**config.mk**
```make
export PLATFORM = sky130hd
export DESIGN_NAME = mmix_decoder_top
export DESIGN_NICKNAME = d
export VERILOG_FILES = /design/src/rtl/mmix_decode_pkg.sv /design/src/rtl/dispatch_fsm.sv /design/src/rtl/mmix_decoder_top.sv /design/src/rtl/opcode_table.sv /design/src/rtl/operand_decoder.sv /design/src/rtl/reg_stack_counters.sv
export SDC_FILE = /design/constraint.sdc
export NUM_CORES = 1
export LEC_CHECK = 0
export ABC_CLOCK_PERIOD_IN_PS = 7310
export BUFFER_PORTS_ARGS = -buffer_cell sky130_fd_sc_hd__buf_4
export CORE_ASPECT_RATIO = 1.1
export CORE_MARGIN = 1
export CORE_UTILIZATION = 56
export CTS_CLUSTER_SIZE = 14
export DETAILED_ROUTE_END_ITERATION = 10
export PLACE_DENSITY = 0.83
export SYNTH_ARGS = -nofsm -noshare
export SYNTH_HDL_FRONTEND = slang
export SYNTH_HIERARCHICAL = 1
export SYNTH_SLANG_ARGS = --single-unit
```
**constraint.sdc**
```tcl
create_clock -name clk -period 7.31 [get_ports clk]
set_input_delay 1.462 -clock clk [delete_from_list [all_inputs] [get_ports clk]]
set_output_delay 1.462 -clock clk [all_outputs]
set_load 0.005 [all_outputs]
```
**src/rtl/mmix_decode_pkg.sv**
```systemverilog
// mmix decode package
// ring geometry, flag bit positions, opcode and internal-op encodings,
// and the operand and dispatch word layouts shared by the decoder blocks
package mmix_decode_pkg;

	// local register ring, kept small so spills show up early
	localparam int LRING_SIZE = 16;
	localparam logic [7:0] LRING_MASK = 8'(LRING_SIZE - 1);

	// bit positions in the per-opcode flags byte
	localparam int FLAG_Z_IMM    = 0;	// Z is an immediate
	localparam int FLAG_Z_REG    = 1;	// rZ is a source
	localparam int FLAG_Y_IMM    = 2;	// Y is an immediate
	localparam int FLAG_Y_REG    = 3;	// rY is a source
	localparam int FLAG_X_SRC    = 4;	// rX is a source
	localparam int FLAG_X_DEST   = 5;	// rX is the destination
	localparam int FLAG_REL_ADDR = 6;	// YZ or XYZ is a relative address

	// opcodes that the decoder compares against by value
	typedef enum logic [7:0] {
		op_stou = 8'hae,
		op_seth = 8'he0,
		op_jmp  = 8'hf0,
		op_geta = 8'hf4
	} mmix_opcode_e;

	// internal ops handed to the execution units
	typedef enum logic [4:0] {
		trap_op,
		add,
		addu,
		sub,
		subu,
		cmp,
		cmpu,
		shl,
		shlu,
		shr,
		shru,
		br,
		pbr,
		cset,
		zset,
		ld,
		st,
		or_op,
		orn,
		nor_op,
		xor_op,
		and_op,
		andn,
		nand_op,
		nxor,
		set,
		jmp,
		incrl,		// inserted, advances L
		incgamma	// inserted, spills ring slot S
	} internal_op_e;

	// where an operand comes from
	typedef enum logic [1:0] {
		spec_imm    = 2'd0,
		spec_global = 2'd1,
		spec_local  = 2'd2
	} spec_kind_e;

	// source operand, value only meaningful for immediates
	typedef struct packed {
		logic [63:0] value;
		spec_kind_e  kind;
		logic [7:0]  addr;	// global number or ring slot
	} spec_t;

	// destination register
	typedef struct packed {
		logic       valid;
		spec_kind_e kind;
		logic [7:0] addr;
	} dest_t;

	// one dispatched command word
	typedef struct packed {
		internal_op_e op;
		logic [7:0]   opcode;
		dest_t        x;
		spec_t        y;
		spec_t        z;
		spec_t        b;
		logic         interim;	// inserted stack command
		logic         spill;	// incgamma store of a ring slot
	} dispatch_t;

	// raw instruction word, OP X Y Z
	typedef struct packed {
		logic [7:0] op;
		logic [7:0] xx;
		logic [7:0] yy;
		logic [7:0] zz;
	} inst_t;

endpackage

```
**src/rtl/dispatch_fsm.sv**
```systemverilog
// dispatch FSM
// latches one instruction, inserts incrl / incgamma stack commands while X
// is marginal, then emits the instruction itself, one word per cycle
`timescale 1ns/1ns

module dispatch_fsm (
	input  logic                          clk,
	input  logic                          rst_n,
	input  logic                          inst_valid,
	input  mmix_decode_pkg::inst_t        inst,
	input  logic [63:0]                   loc,
	input  mmix_decode_pkg::internal_op_e iop,
	input  logic                          supported,
	input  mmix_decode_pkg::dest_t        x,
	input  mmix_decode_pkg::spec_t        y,
	input  mmix_decode_pkg::spec_t        z,
	input  mmix_decode_pkg::spec_t        b,
	input  logic                          x_marginal,
	input  logic                          ring_full,
	input  logic [7:0]                    l,
	input  logic [7:0]                    o,
	input  logic [7:0]                    s,
	output mmix_decode_pkg::inst_t        cur_inst,
	output logic [63:0]                   cur_loc,
	output logic                          inc_l,
	output logic                          inc_s,
	output logic                          busy,
	output logic                          disp_valid,
	output mmix_decode_pkg::dispatch_t    disp
);
	import mmix_decode_pkg::*;

	typedef enum logic {
		idle,
		issue
	} state_e;

	state_e state;
	state_e state_nx;
	logic   stack_ins;
	logic   ins_gamma;
	logic   ins_rl;

	always_ff @(posedge clk or negedge rst_n) begin
		if (!rst_n)
			state <= idle;
		else
			state <= state_nx;
	end

	// instruction and location held for the whole issue run
	always_ff @(posedge clk) begin
		if (inst_valid && state == idle) begin
			cur_inst <= inst;
			cur_loc <= loc;
		end
	end

	// insertion needed this cycle, spill first when the ring is full
	assign stack_ins = (state == issue) && supported && x_marginal;
	assign ins_gamma = stack_ins && ring_full;
	assign ins_rl = stack_ins && !ring_full;
	assign inc_s = ins_gamma;
	assign inc_l = ins_rl;

	assign busy = (state == issue);
	assign disp_valid = (state == issue);

	always_comb begin
		state_nx = state;
		case (state)
			idle: if (inst_valid) state_nx = issue;
			// stay until the counters have caught up with X
			issue: if (!stack_ins) state_nx = idle;
			default: state_nx = idle;
		endcase
	end

	always_comb begin
		disp = '0;
		if (ins_gamma) begin
			// store ring slot S at address 8*S
			disp.op = incgamma;
			disp.opcode = op_stou;
			disp.y.value = {53'd0, s, 3'b000};
			disp.b.kind = spec_local;
			disp.b.addr = s & LRING_MASK;
			disp.interim = 1'b1;
			disp.spill = 1'b1;
		end else if (ins_rl) begin
			// clear the next ring slot, handled like a SETH
			disp.op = incrl;
			disp.opcode = op_seth;
			disp.x.valid = 1'b1;
			disp.x.kind = spec_local;
			disp.x.addr = (o + l) & LRING_MASK;
			disp.interim = 1'b1;
		end else begin
			disp.op = iop;
			disp.opcode = cur_inst.op;
			// trap words go out bare
			if (supported) begin
				disp.x = x;
				disp.y = y;
				disp.z = z;
				disp.b = b;
			end
		end
	end

	// source waits for busy low before strobing
	a_no_strobe_busy: assert property (@(posedge clk) disable iff (!rst_n)
		!(inst_valid && busy));

endmodule

```
**src/rtl/mmix_decoder_top.sv**
```systemverilog
// mmix decoder top
// connects the opcode table, operand decoder, stack counters and dispatch FSM
`timescale 1ns/1ns

module mmix_decoder_top (
	input  logic                       clk,
	input  logic                       rst_n,
	input  logic                       inst_valid,
	input  mmix_decode_pkg::inst_t     inst,
	input  logic [63:0]                loc,
	input  logic [7:0]                 g,
	output logic                       busy,
	output logic                       disp_valid,
	output mmix_decode_pkg::dispatch_t disp
);
	import mmix_decode_pkg::*;

	inst_t        cur_inst;
	logic [63:0]  cur_loc;
	internal_op_e iop;
	logic [7:0]   flags;
	logic         supported;
	dest_t        x;
	spec_t        y;
	spec_t        z;
	spec_t        b;
	logic         x_marginal;
	logic         ring_full;
	logic [7:0]   l;
	logic [7:0]   o;
	logic [7:0]   s;
	logic         inc_l;
	logic         inc_s;

	opcode_table u_table (
		.op(cur_inst.op), .iop(iop), .flags(flags), .supported(supported)
	);

	operand_decoder u_operands (
		.inst(cur_inst), .loc(cur_loc), .iop(iop), .flags(flags),
		.g(g), .l(l), .o(o), .s(s),
		.x(x), .y(y), .z(z), .b(b),
		.x_marginal(x_marginal), .ring_full(ring_full)
	);

	reg_stack_counters u_counters (
		.clk(clk), .rst_n(rst_n), .inc_l(inc_l), .inc_s(inc_s),
		.l(l), .o(o), .s(s)
	);

	dispatch_fsm u_fsm (
		.clk(clk), .rst_n(rst_n), .inst_valid(inst_valid), .inst(inst), .loc(loc),
		.iop(iop), .supported(supported), .x(x), .y(y), .z(z), .b(b),
		.x_marginal(x_marginal), .ring_full(ring_full), .l(l), .o(o), .s(s),
		.cur_inst(cur_inst), .cur_loc(cur_loc), .inc_l(inc_l), .inc_s(inc_s),
		.busy(busy), .disp_valid(disp_valid), .disp(disp)
	);

endmodule

```
**src/rtl/opcode_table.sv**
```systemverilog
// opcode table
// classifies an 8-bit MMIX opcode into an internal op, its operand flags
// and a supported bit; unsupported opcodes fall back to trap_op
`timescale 1ns/1ns

module opcode_table (
	input  logic [7:0]                    op,
	output mmix_decode_pkg::internal_op_e iop,
	output logic [7:0]                    flags,
	output logic                          supported
);
	import mmix_decode_pkg::*;

	logic [7:0] z_sel;
	logic [7:0] f_arith;

	// odd opcodes take an immediate Z, even ones a register
	assign z_sel = op[0] ? (8'd1 << FLAG_Z_IMM) : (8'd1 << FLAG_Z_REG);
	// usual three-register form, X dest with Y and Z sources
	assign f_arith = (8'd1 << FLAG_X_DEST) | (8'd1 << FLAG_Y_REG) | z_sel;

	always_comb begin
		iop = trap_op;
		flags = 8'd0;
		supported = 1'b1;
		// one arm per group of eight opcodes
		case (op[7:3])
			5'h04: begin
				// ADD ADDU SUB SUBU
				case (op[2:1])
					2'd0: iop = add;
					2'd1: iop = addu;
					2'd2: iop = sub;
					default: iop = subu;
				endcase
				flags = f_arith;
			end
			5'h05: begin
				// scaled 2ADDU .. 16ADDU
				iop = addu;
				flags = f_arith;
			end
			5'h06: begin
				case (op[2:1])
					2'd0: iop = cmp;
					2'd1: iop = cmpu;
					2'd2: iop = sub;
					default: iop = subu;
				endcase
				// NEG has an unsigned constant in Y
				if (op[2])
					flags = (8'd1 << FLAG_X_DEST) | (8'd1 << FLAG_Y_IMM) | z_sel;
				else
					flags = f_arith;
			end
			5'h07: begin
				case (op[2:1])
					2'd0: iop = shl;
					2'd1: iop = shlu;
					2'd2: iop = shr;
					default: iop = shru;
				endcase
				flags = f_arith;
			end
			5'h08, 5'h09: begin
				iop = br;
				flags = (8'd1 << FLAG_REL_ADDR) | (8'd1 << FLAG_X_SRC);
			end
			5'h0a, 5'h0b: begin
				iop = pbr;
				flags = (8'd1 << FLAG_REL_ADDR) | (8'd1 << FLAG_X_SRC);
			end
			5'h0c, 5'h0d: begin
				// CS keeps old X when the test fails
				iop = cset;
				flags = f_arith | (8'd1 << FLAG_X_SRC);
			end
			5'h0e, 5'h0f: begin
				iop = zset;
				flags = f_arith;
			end
			5'h10, 5'h11: begin
				iop = ld;
				flags = f_arith;
			end
			5'h14, 5'h15: begin
				// stores read X, write nothing
				iop = st;
				flags = (8'd1 << FLAG_X_SRC) | (8'd1 << FLAG_Y_REG) | z_sel;
			end
			5'h18: begin
				case (op[2:1])
					2'd0: iop = or_op;
					2'd1: iop = orn;
					2'd2: iop = nor_op;
					default: iop = xor_op;
				endcase
				flags = f_arith;
			end
			5'h19: begin
				case (op[2:1])
					2'd0: iop = and_op;
					2'd1: iop = andn;
					2'd2: iop = nand_op;
					default: iop = nxor;
				endcase
				flags = f_arith;
			end
			5'h1c: begin
				// SETH..SETL, then INCH..INCL as an add of X
				iop = op[2] ? addu : set;
				flags = (8'd1 << FLAG_X_DEST) | (op[2] ? (8'd1 << FLAG_X_SRC) : 8'd0);
			end
			5'h1d: begin
				// ORH..ORL, ANDNH..ANDNL
				iop = op[2] ? andn : or_op;
				flags = (8'd1 << FLAG_X_DEST) | (8'd1 << FLAG_X_SRC);
			end
			5'h1e: begin
				case (op[2:1])
					2'd0: begin
						iop = jmp;
						flags = 8'd1 << FLAG_REL_ADDR;
					end
					2'd2: begin
						// GETA puts the target address in X
						iop = set;
						flags = (8'd1 << FLAG_REL_ADDR) | (8'd1 << FLAG_X_DEST);
					end
					default: supported = 1'b0;	// PUSHJ, PUT
				endcase
			end
			default: supported = 1'b0;
		endcase
	end

endmodule

```
**src/rtl/operand_decoder.sv**
```systemverilog
// operand decoder
// turns the instruction fields into X, Y, Z and B operand specs using the
// register-stack counters, and judges whether X is marginal and the ring full
`timescale 1ns/1ns

module operand_decoder (
	input  mmix_decode_pkg::inst_t        inst,
	input  logic [63:0]                   loc,
	input  mmix_decode_pkg::internal_op_e iop,
	input  logic [7:0]                    flags,
	input  logic [7:0]                    g,
	input  logic [7:0]                    l,
	input  logic [7:0]                    o,
	input  logic [7:0]                    s,
	output mmix_decode_pkg::dest_t        x,
	output mmix_decode_pkg::spec_t        y,
	output mmix_decode_pkg::spec_t        z,
	output mmix_decode_pkg::spec_t        b,
	output logic                          x_marginal,
	output logic                          ring_full
);
	import mmix_decode_pkg::*;

	// register number to spec, global at or above G, else a ring slot
	function automatic spec_t map_reg(input logic [7:0] r, input logic [7:0] gg,
		input logic [7:0] oo);
		spec_t sp;
		sp.value = 64'd0;
		if (r >= gg) begin
			sp.kind = spec_global;
			sp.addr = r;
		end else begin
			sp.kind = spec_local;
			sp.addr = (oo + r) & LRING_MASK;
		end
		return sp;
	endfunction

	logic [15:0] yz;
	logic        is_wyde;
	logic        is_jmp;
	logic [63:0] rel_off;
	spec_t       x_map;

	assign yz = {inst.yy, inst.zz};
	assign is_wyde = (inst.op[7:4] == 4'he);
	assign is_jmp = ((inst.op & 8'hfe) == op_jmp);
	// backward forms have the opcode low bit set, so it acts as the sign
	assign rel_off = is_jmp ? {{38{inst.op[0]}}, inst.xx, yz, 2'b00}
	                        : {{46{inst.op[0]}}, yz, 2'b00};
	assign x_map = map_reg(inst.xx, g, o);

	// X in [L, G) has no ring slot yet
	assign x_marginal = flags[FLAG_X_DEST] && (inst.xx >= l) && (inst.xx < g);
	// no free slot between beta and gamma
	assign ring_full = ((8'(s - o - l - 8'd1) & LRING_MASK) == 8'd0);

	always_comb begin
		x = '0;
		if (flags[FLAG_X_DEST] && !x_marginal) begin
			x.valid = 1'b1;
			x.kind = x_map.kind;
			x.addr = x_map.addr;
		end
	end

	always_comb begin
		y = '0;
		z = '0;
		b = '0;
		if (flags[FLAG_REL_ADDR]) begin
			// y carries the return point, z the target
			y.value = loc + 64'd4;
			z.value = loc + rel_off;
		end else if (is_wyde) begin
			// place the wyde by the low opcode bits, H MH ML L
			case (inst.op[1:0])
				2'd0: z.value = {yz, 48'd0};
				2'd1: z.value = {16'd0, yz, 32'd0};
				2'd2: z.value = {32'd0, yz, 16'd0};
				default: z.value = {48'd0, yz};
			endcase
			// INC OR ANDN combine with the old X
			if (iop != set)
				y = x_map;
		end else begin
			if (flags[FLAG_Z_IMM])
				z.value = {56'd0, inst.zz};
			else if (flags[FLAG_Z_REG])
				z = map_reg(inst.zz, g, o);
			if (flags[FLAG_Y_IMM])
				y.value = {56'd0, inst.yy};
			else if (flags[FLAG_Y_REG])
				y = map_reg(inst.yy, g, o);
		end
		// stores, branches and CS read X through b
		if (flags[FLAG_X_SRC] && !is_wyde)
			b = x_map;
	end

endmodule

```
**src/rtl/reg_stack_counters.sv**
```systemverilog
// register-stack counters
// holds L, O and S; L and S step by one when the dispatch FSM inserts
// an incrl or an incgamma command
`timescale 1ns/1ns

module reg_stack_counters (
	input  logic       clk,
	input  logic       rst_n,
	input  logic       inc_l,
	input  logic       inc_s,
	output logic [7:0] l,
	output logic [7:0] o,
	output logic [7:0] s
);
	import mmix_decode_pkg::*;

	always_ff @(posedge clk or negedge rst_n) begin
		if (!rst_n) begin
			l <= 8'd0;
			s <= 8'd0;
		end else begin
			// new local made live
			if (inc_l)
				l <= l + 8'd1;
			// oldest ring slot spilled
			if (inc_s)
				s <= s + 8'd1;
		end
	end

	// no push or pop here, so the frame base never moves
	assign o = 8'd0;

	// the FSM emits one command per cycle
	a_one_step: assert property (@(posedge clk) disable iff (!rst_n)
		!(inc_l && inc_s));

	// live locals between gamma and beta must fit in the ring; this relies on
	// the decoder spilling before L grows into a full ring
	a_ring_fits: assert property (@(posedge clk) disable iff (!rst_n)
		8'(l + o - s) <= LRING_MASK);

endmodule

```
# Yosys cells after proc, flatten, opt, wreduce, memory -nomap -nowiden
# Index checks and enable logic that the tools add are counted.
dict set report op_classes {
  order_cmp 5
  muxes 53
  reduce_logical 25
  n_eq_ne 28
  n_addsub 6
  n_bitwise 1
}
# operator count
set ops {}
lappend ops {{64-bit two-way mux} 5}
lappend ops {{74-bit two-way mux} 4}
lappend ops {{233-bit two-way mux} 1}
lappend ops {{222-bit two-way mux} 1}
lappend ops {{64-bit case mux with 3 select lines} 1}
lappend ops {{148-bit two-way mux} 1}
lappend ops {{10-bit two-way mux} 12}
lappend ops {{5-bit case mux with 15 select lines} 1}
lappend ops {{64-bit by 3-bit adder with 64-bit output, second input constant} 1}
lappend ops {{64-bit adder} 1}
lappend ops {{7-bit case mux with 8 select lines} 1}
lappend ops {{5-bit equality test, second input constant} 9}
lappend ops {{5-bit by 4-bit equality test with 1-bit output, second input constant} 8}
lappend ops {{11-bit two-way mux} 3}
lappend ops {{8-bit >= comparator} 4}
lappend ops {{3-bit case mux with 3 select lines} 3}
lappend ops {{26-bit two-way mux} 1}
lappend ops {{24-bit two-way mux} 1}
lappend ops {{4-bit case mux with 3 select lines} 2}
lappend ops {{5-bit by 3-bit equality test with 1-bit output, second input constant} 4}
lappend ops {{20-bit OR reduction} 1}
lappend ops {{8-bit by 1-bit adder with 8-bit output, second input constant} 2}
lappend ops {{7-bit case mux with 2 select lines} 1}
lappend ops {{2-bit OR reduction} 7}
lappend ops {{other kinds (24)} 43}
dict set report word_totals {
  inputBits 107
  reg_bits 113
}

# Longest topological paths before layout
# Gate-level depths: netlist (run 1).
dict set report depth {
  ltp_word 13
  mapped_depth 18
  mapped_depth_nobuf 16
}

# Cells and area by module
# The synthesis (run 1) kept the hierarchy.
# mod area_per_inst_um2 instances seq_area_each_um2 cells_each
set modules_own_cells {}
lappend modules_own_cells {operand_decoder 7938.9 1 0.0 1245}
lappend modules_own_cells {dispatch_fsm 4865.9 1 2907.8 398}
lappend modules_own_cells {reg_stack_counters 737.0 1 400.4 63}
lappend modules_own_cells {opcode_table 636.9 1 0.0 91}

# Least setup slack after synthesis (run 1)
# No wires, ideal clock.
dict set report synth_path {
  kind {register to output}
  from {register, netlist name u_fsm/cur_inst[25]}
  to {output port disp[148] (netlist bit)}
  required_time_ns 5.848
  arrival_ns 4.088
  path_slack_ns 1.760
  stages_incl_launch_ff 18
  n_path_buf 1
  path_cell_list {edfxtp_1 -> clkbuf_1 -> nor4b_1 -> nand2_1 -> nand2_1 -> nand2_1 -> ha_1 -> a21oi_1 -> nor2b_1 -> o21ai_0 -> nand2_1 -> a211oi_2 -> o41ai_2 -> and4_1 -> o31a_1 -> or3_1 -> a32o_1 -> and2_1}
}
# item line_no
set synth_lines {}
lappend synth_lines {{end, declared} mmix_decoder_top.sv:14} ;# output mmix_decode_pkg::dispatch_t disp

==> impl_metrics.toml, run 1 <==
[die]
die_w_um = 153
die_h_um = 169
rows = 60
initial_core_util_pct = 57.4
core_sq_mm = 0.0246
io_pins = 357
dieArea_sq_mm = 0.0259

[clock_tree]
cts_resized = 0
hold_buffers = 0
clockBufferDepth = 2
clk_pin_slew_ps = 60
clockRootBuffer = "clkbuf_16"
cts_buffers = 17
clk_latency_ps = 420
cts_setup_buffers = 0
clock_sinks = 113
htree_levels = 4
cts_tree = "built"

[routing]
ant_nets = 0
num_vias = 14400
dr.pass1.iters = 6
post_drt_wl_per_cell_um = 21.2
first_iter_violations = 1637
drt_wl_total_mm = 49.9
drc = 0
via_per_inst = 6.10

[pwr]
powerDensity_mw_per_mm2 = 170
power_mw = 2.84
peakVddDrop_uv = 140
p_leak_nw = 7.58

[sta]
timing.slew.headroom_pct = 39.4
fin_skew_ps = 10.8
worst_slack_ps = 430
fmax_mhz = 145
finalHoldViolations = 0
tightest_slew_ps = 909
fin_tns_setup_ps = 0
finalCriticalPeriod_ps = 6880
setup_viol = 0
rsz0062_at_grt = "false"
fin_crit_sh_pct = 94.1
drv_slew = 0

[cells_and_area]
drive_gt1_share_pct = 17.9
fin_area_sq_mm = 0.0168
nets = 2266
fill_cells = 2018
multi_input_area_sq_mm = 0.00993
register_area_sq_mm = 0.00331
area_delta_synth_final_pct = 18.5

[critical_path]
end_kind = "output port"
cp_max_fo = 18
crit_type = "reg -> out"
critPathArrivalTime_ps = 5420
critPathRequiredTime_ps = 5850
start_kind = "register"

[place]
dp_hpwl_mm = 38.6
pre_cts_ws_ps = 1110
gp_congestion = 1.01
placed_cell_area_sq_mm = 0.0162
numPortBuffers = 292

[synth]
avgSynthCellArea_sq_um = 7.89
synth_area_sq_mm = 0.0141
yosys_warnings = 6
netlist_instances = 1791

[global_route]
grt_pass1_wl_mm = 75.4
track_usage_pct = 37.7
grt_max_degree = 142
grt_util_met1_pct = 48.9
gr-usage-met3_pct = 6.99
grt-ovfl-total = 0
antenna_found_initial = 2
top_usage_layer = "met2"
grtUsageMet2_pct = 61.3
grt_pass1_vias = 13400

[outcome]
status = "finished, final reports clean"

[job]
maxCapViolations = 0

[hold_path]
hp-class = "reg -> reg"
-- critical path, cell delays in order, from the launching register on --
cell and delay, ps:
edfxtp_1 620, nor4b_1 390, buf_4 210, nand2_1 90
nand2_1 220, nand2_1 130, ha_1 450, nand2_1 160
o21ai_0 350, o21ai_0 210, a2111oi_0 760, nor2_1 100
nor4bb_1 170, nor2_1 340, a31oi_1 180, xor2_1 180
o22ai_1 160, and2_1 170, buf_4 110
-- cell usage in the layout (no fill, tap or decap), types with 43 or more instances in the layout --
cell	count
o22ai_1	48
a21oi_1	124
nor2_1	153
buf_4	305
o21ai_0	80
and2_1	241
xnor2_1	61
conb_1	68
xor2_1	72
a21o_1	43
inv_1	58
edfxtp_1	96
nand2_1	165
ha_1	120
-- worst paths after layout --
| kind | endpoint | cells after the start | slack [ps] | startpoint |
|---|---|---|---|---|
| max in group asynchronous | u_counters/s[3]$_DFFE_PN0P_ | 1 | 6210 | rst_n |
| min in group asynchronous | u_fsm/busy$_DFF_PN0_ | 1 | 900 | rst_n |
| hold / removal | u_counters/s[7]$_DFFE_PN0P_ | 1 | 490 | u_counters/s[7]$_DFFE_PN0P_ |
| setup reg to reg | u_counters/s[7]$_DFFE_PN0P_ | 11 | 3630 | u_counters/l[1]$_DFFE_PN0P_ |
| setup / recovery | disp[145] | 18 | 430 | u_fsm/cur_inst[27]$_DFFE_PP_ |
| hold reg to reg | u_counters/s[7]$_DFFE_PN0P_ | 1 | 490 | u_counters/s[7]$_DFFE_PN0P_ |
-- metrics by stage --
stage	hold WS, ps	util (%)	cells
final	486	68.1	2355
after global routing	507	68.1	2355
after CTS	485	68.0	2354
after detailed placement	469	65.6	2322
after global placement	458	65.6	2322
after floorplan	442	-	1857
-- sequential cells by signal, summed over array words and instances (netlist names) --
signal / cells
u_fsm/cur_inst: 32
u_fsm/cur_loc: 64
u_counters/l: 8
u_counters/s: 8
u_fsm/busy: 1
-- metal layers --
layer | vias up | wire, um
met4 | 0 | 2100
met5 | - | 0
met1 | 6682 | 20100
met2 | 875 | 22900
met3 | 142 | 4800
li1 | 6660 | -
-- report_power, final --
group          leakage (nW)  switching, mW  internal, mW
clock                 0.299          0.350         0.510
sequential             1.14         0.0888         0.760
combinational          6.13          0.651         0.484
total                  7.58           1.09          1.75
-- layout make-up --
cell class | instances | area share [%]
repair buffers | 305 | 13.7
inverters | 62 | 1.43
clock buffers | 21 | 3.07
well taps | 310 | 2.31
clock inverters | 11 | 0.515
flip-flops and latches | 113 | 19.7
multi-input cells | 1532 | 59.3
diodes | 1 | 0.0149
No activity file was read; power rests on OpenSTA's default activity.
==> run 2, diff against run 1 <==
--- a/config.mk
+++ b/config.mk
@@ -7,12 +7,14 @@
 export LEC_CHECK = 0
 export ABC_CLOCK_PERIOD_IN_PS = 7310
 export BUFFER_PORTS_ARGS = -buffer_cell sky130_fd_sc_hd__buf_4
+export CELL_PAD_IN_SITES_DETAIL_PLACEMENT = 1
+export CELL_PAD_IN_SITES_GLOBAL_PLACEMENT = 2
 export CORE_ASPECT_RATIO = 1.1
 export CORE_MARGIN = 1
-export CORE_UTILIZATION = 56
+export CORE_UTILIZATION = 31
 export CTS_CLUSTER_SIZE = 14
 export DETAILED_ROUTE_END_ITERATION = 10
-export PLACE_DENSITY = 0.83
+export PLACE_DENSITY_LB_ADDON = 0.1
 export SYNTH_ARGS = -nofsm -noshare
 export SYNTH_HDL_FRONTEND = slang
 export SYNTH_HIERARCHICAL = 1
==> impl_metrics.toml, run 2 (synthesis results as in run 1) <==
[place]
numPortBuffers = 292
dp_hpwl_mm = 46.3
gp_congestion = 0.862

[sta]
tightest_slew_ps = 958
timing.slew.headroom_pct = 35.7
rsz0062_at_grt = "false"
setup_viol = 0
finalHoldViolations = 0
fin_tns_setup_ps = 0
fin_crit_sh_pct = 90.9
fin_skew_ps = 8.16
finalCriticalPeriod_ps = 6640
fmax_mhz = 151
drv_slew = 0

[critical_path]
crit_path_cell_trace = "nor4b_2 > nand2_1 > nand2_1 > nand2_1 > ha_1 > a21oi_1 > o21ai_0 > a211oi_1 > a2111oi_0 > buf_4 > nor2_1 > nor4bb_1 > nor2_1 > a221oi_1 > xor2_1 > o22ai_1 > and2_1 > buf_4"
critPathArrivalTime_ps = 5180
start_kind = "register"
cp_top_family = "simple AND/OR/NAND/NOR gates"
critPathRequiredTime_ps = 5850
end_kind = "output port"
slowest_stage = "nor4b_2"
crit_type = "reg -> out"
critical_path_buf_inv_count = 2
critical_path.max_stage_delay_ps = 610
crit_top_cell = "nand2_1"
cp_max_fo = 8

[routing]
num_vias = 13900
drc = 0
ant_nets = 0
drt_wl_total_mm = 58.4
first_iter_violations = 817
dr.pass1.iters = 5
post_drt_wl_per_cell_um = 22.2
via_per_inst = 5.27

[die]
initial_core_util_pct = 31.6
core_sq_mm = 0.0447
die_w_um = 206
io_pins = 357
rows = 81
die_h_um = 226
dieArea_sq_mm = 0.0465

[pwr]
p_sw_mw = 1.11
swShare_pct = 38.4
peakVddDrop_uv = 146
seqPwrFrac_pct = 29.7
p_clk_share_pct = 29.7
pwr-share-comb_pct = 40.6
p_leak_nw = 7.64
powerDensity_mw_per_mm2 = 168
power_mw = 2.88
internal_power_mw = 1.77

[cells_and_area]
drive_gt1_share_pct = 18.3
antenna_cells = 0
final_cell_mix = "buf_4, and2_1, nand2_1"
largest_reg_flops = 64
area_delta_synth_final_pct = 21.5
largestRegisters = "u_fsm/cur_loc: 64 flops, u_fsm/cur_inst: 32 flops"
layout_commonest_cell = "buf_4"
nets = 2278
largest-register = "u_fsm/cur_loc"

[clock_tree]
clockBufferDepth = 2
clk_pin_slew_ps = 60
cts_buffers = 17
htree_levels = 4
cts_setup_buffers = 0
clockRootBuffer = "clkbuf_16"
clock_sinks = 113
cts_tree = "built"
clk_latency_ps = 450

[global_route]
grt_pass1_wl_mm = 86.3
antenna_found_initial = 0
grt_pass1_vias = 14100
grt_max_degree = 86
grt-ovfl-total = 0
track_usage_pct = 24.9

[hold_path]
hp-class = "reg -> reg"

[job]
maxCapViolations = 0

[outcome]
status = "finished, final reports clean"
-- run 2: cell types whose count changed in the layout (fill, tap and decap cells not counted), sizes merged --
| cell | before | now |
|---|---|---|
| diode | 1 | 0 |
| buf | 305 | 317 |
| inv | 67 | 64 |
| clkbuf | 21 | 26 |
| clkinv | 6 | 4 |
-- run 2: per-stage QoR --
step | cell area (sq um) | setup slack (ps) | hold slack (ps) | util, % | std cells
after floorplan | 14400 | 1760 | 442 | - | 1857
after global placement | 16600 | 977 | 457 | 37.1 | 2605
after detailed placement | 16600 | 874 | 462 | 37.1 | 2605
after CTS | 17200 | 327 | 473 | 38.4 | 2637
after global routing | 17200 | 298 | 510 | 38.4 | 2637
final | 17200 | 667 | 477 | 38.4 | 2637
-- run 2: worst register-to-register path, stage by stage, from the launching register on --
cell      delay (ps)
edfxtp_1         560
ha_1             380
nor2b_1          130
o21ai_0          150
nand2b_1          70
a21oi_1          150
nor2_1            60
a211oi_1         400
nand3_1          160
inv_1            210
nand3_4          170
inv_6            170
and2_4           350
nand2_2          150
nor4_2           330
xor2_1           170
-- run 2: final cells by class --
| class | instances | area (sq um) |
|---|---|---|
| fillers | 5429 | 27500 |
| inverters | 62 | 239 |
| clock buffers | 26 | 554 |
| flip-flops and latches | 113 | 3310 |
| clock inverters | 6 | 37.5 |
| multi-input cells | 1532 | 9940 |
| well taps | 581 | 727 |
| repair buffers | 317 | 2380 |
-- run 2: what timing repair did --
| action | CTS | global route |
|---|---|---|
| endpoints found under the setup margin | 0 | 1 |
| gates resized for setup | 0 | 1 |
| hold buffers | 0 | 0 |
-- run 2: worst paths after layout --
kind | start | to | slack [ps] | cells after the start
max | u_fsm/cur_inst[25]$_DFFE_PP_ | disp[143] | 670 | 18
min | u_counters/l[7]$_DFFE_PN0P_ | u_counters/l[7]$_DFFE_PN0P_ | 480 | 1
max reg2reg | u_fsm/cur_inst[17]$_DFFE_PP_ | u_counters/s[7]$_DFFE_PN0P_ | 3630 | 15
min reg2reg | u_counters/l[7]$_DFFE_PN0P_ | u_counters/l[7]$_DFFE_PN0P_ | 480 | 1
max in group asynchronous | rst_n | u_fsm/busy$_DFF_PN0_ | 6220 | 1
min in group asynchronous | rst_n | u_counters/s[0]$_DFFE_PN0P_ | 870 | 1
-- run 2: routing by layer --
metal	global-route usage [%]	vias to the layer above	share of wire, %
li1	-	6675	-
met4	8.94	0	2.8
met3	3.97	70	4.8
met5	0	-	0
met2	41.3	387	47
met1	32.5	6752	45
-- run 2: power by group through the flow --
stage          registers [mW]  clock network [mW]  logic, mW
3_5_place_dp            0.870                   0       1.16
5_1_grt                 0.864               0.903       1.30
6_report                0.856               0.856       1.17
4_1_cts                 0.857               0.889       1.16
3_3_place_gp            0.869                   0       1.14
2_1_floorplan           0.828                   0      0.782
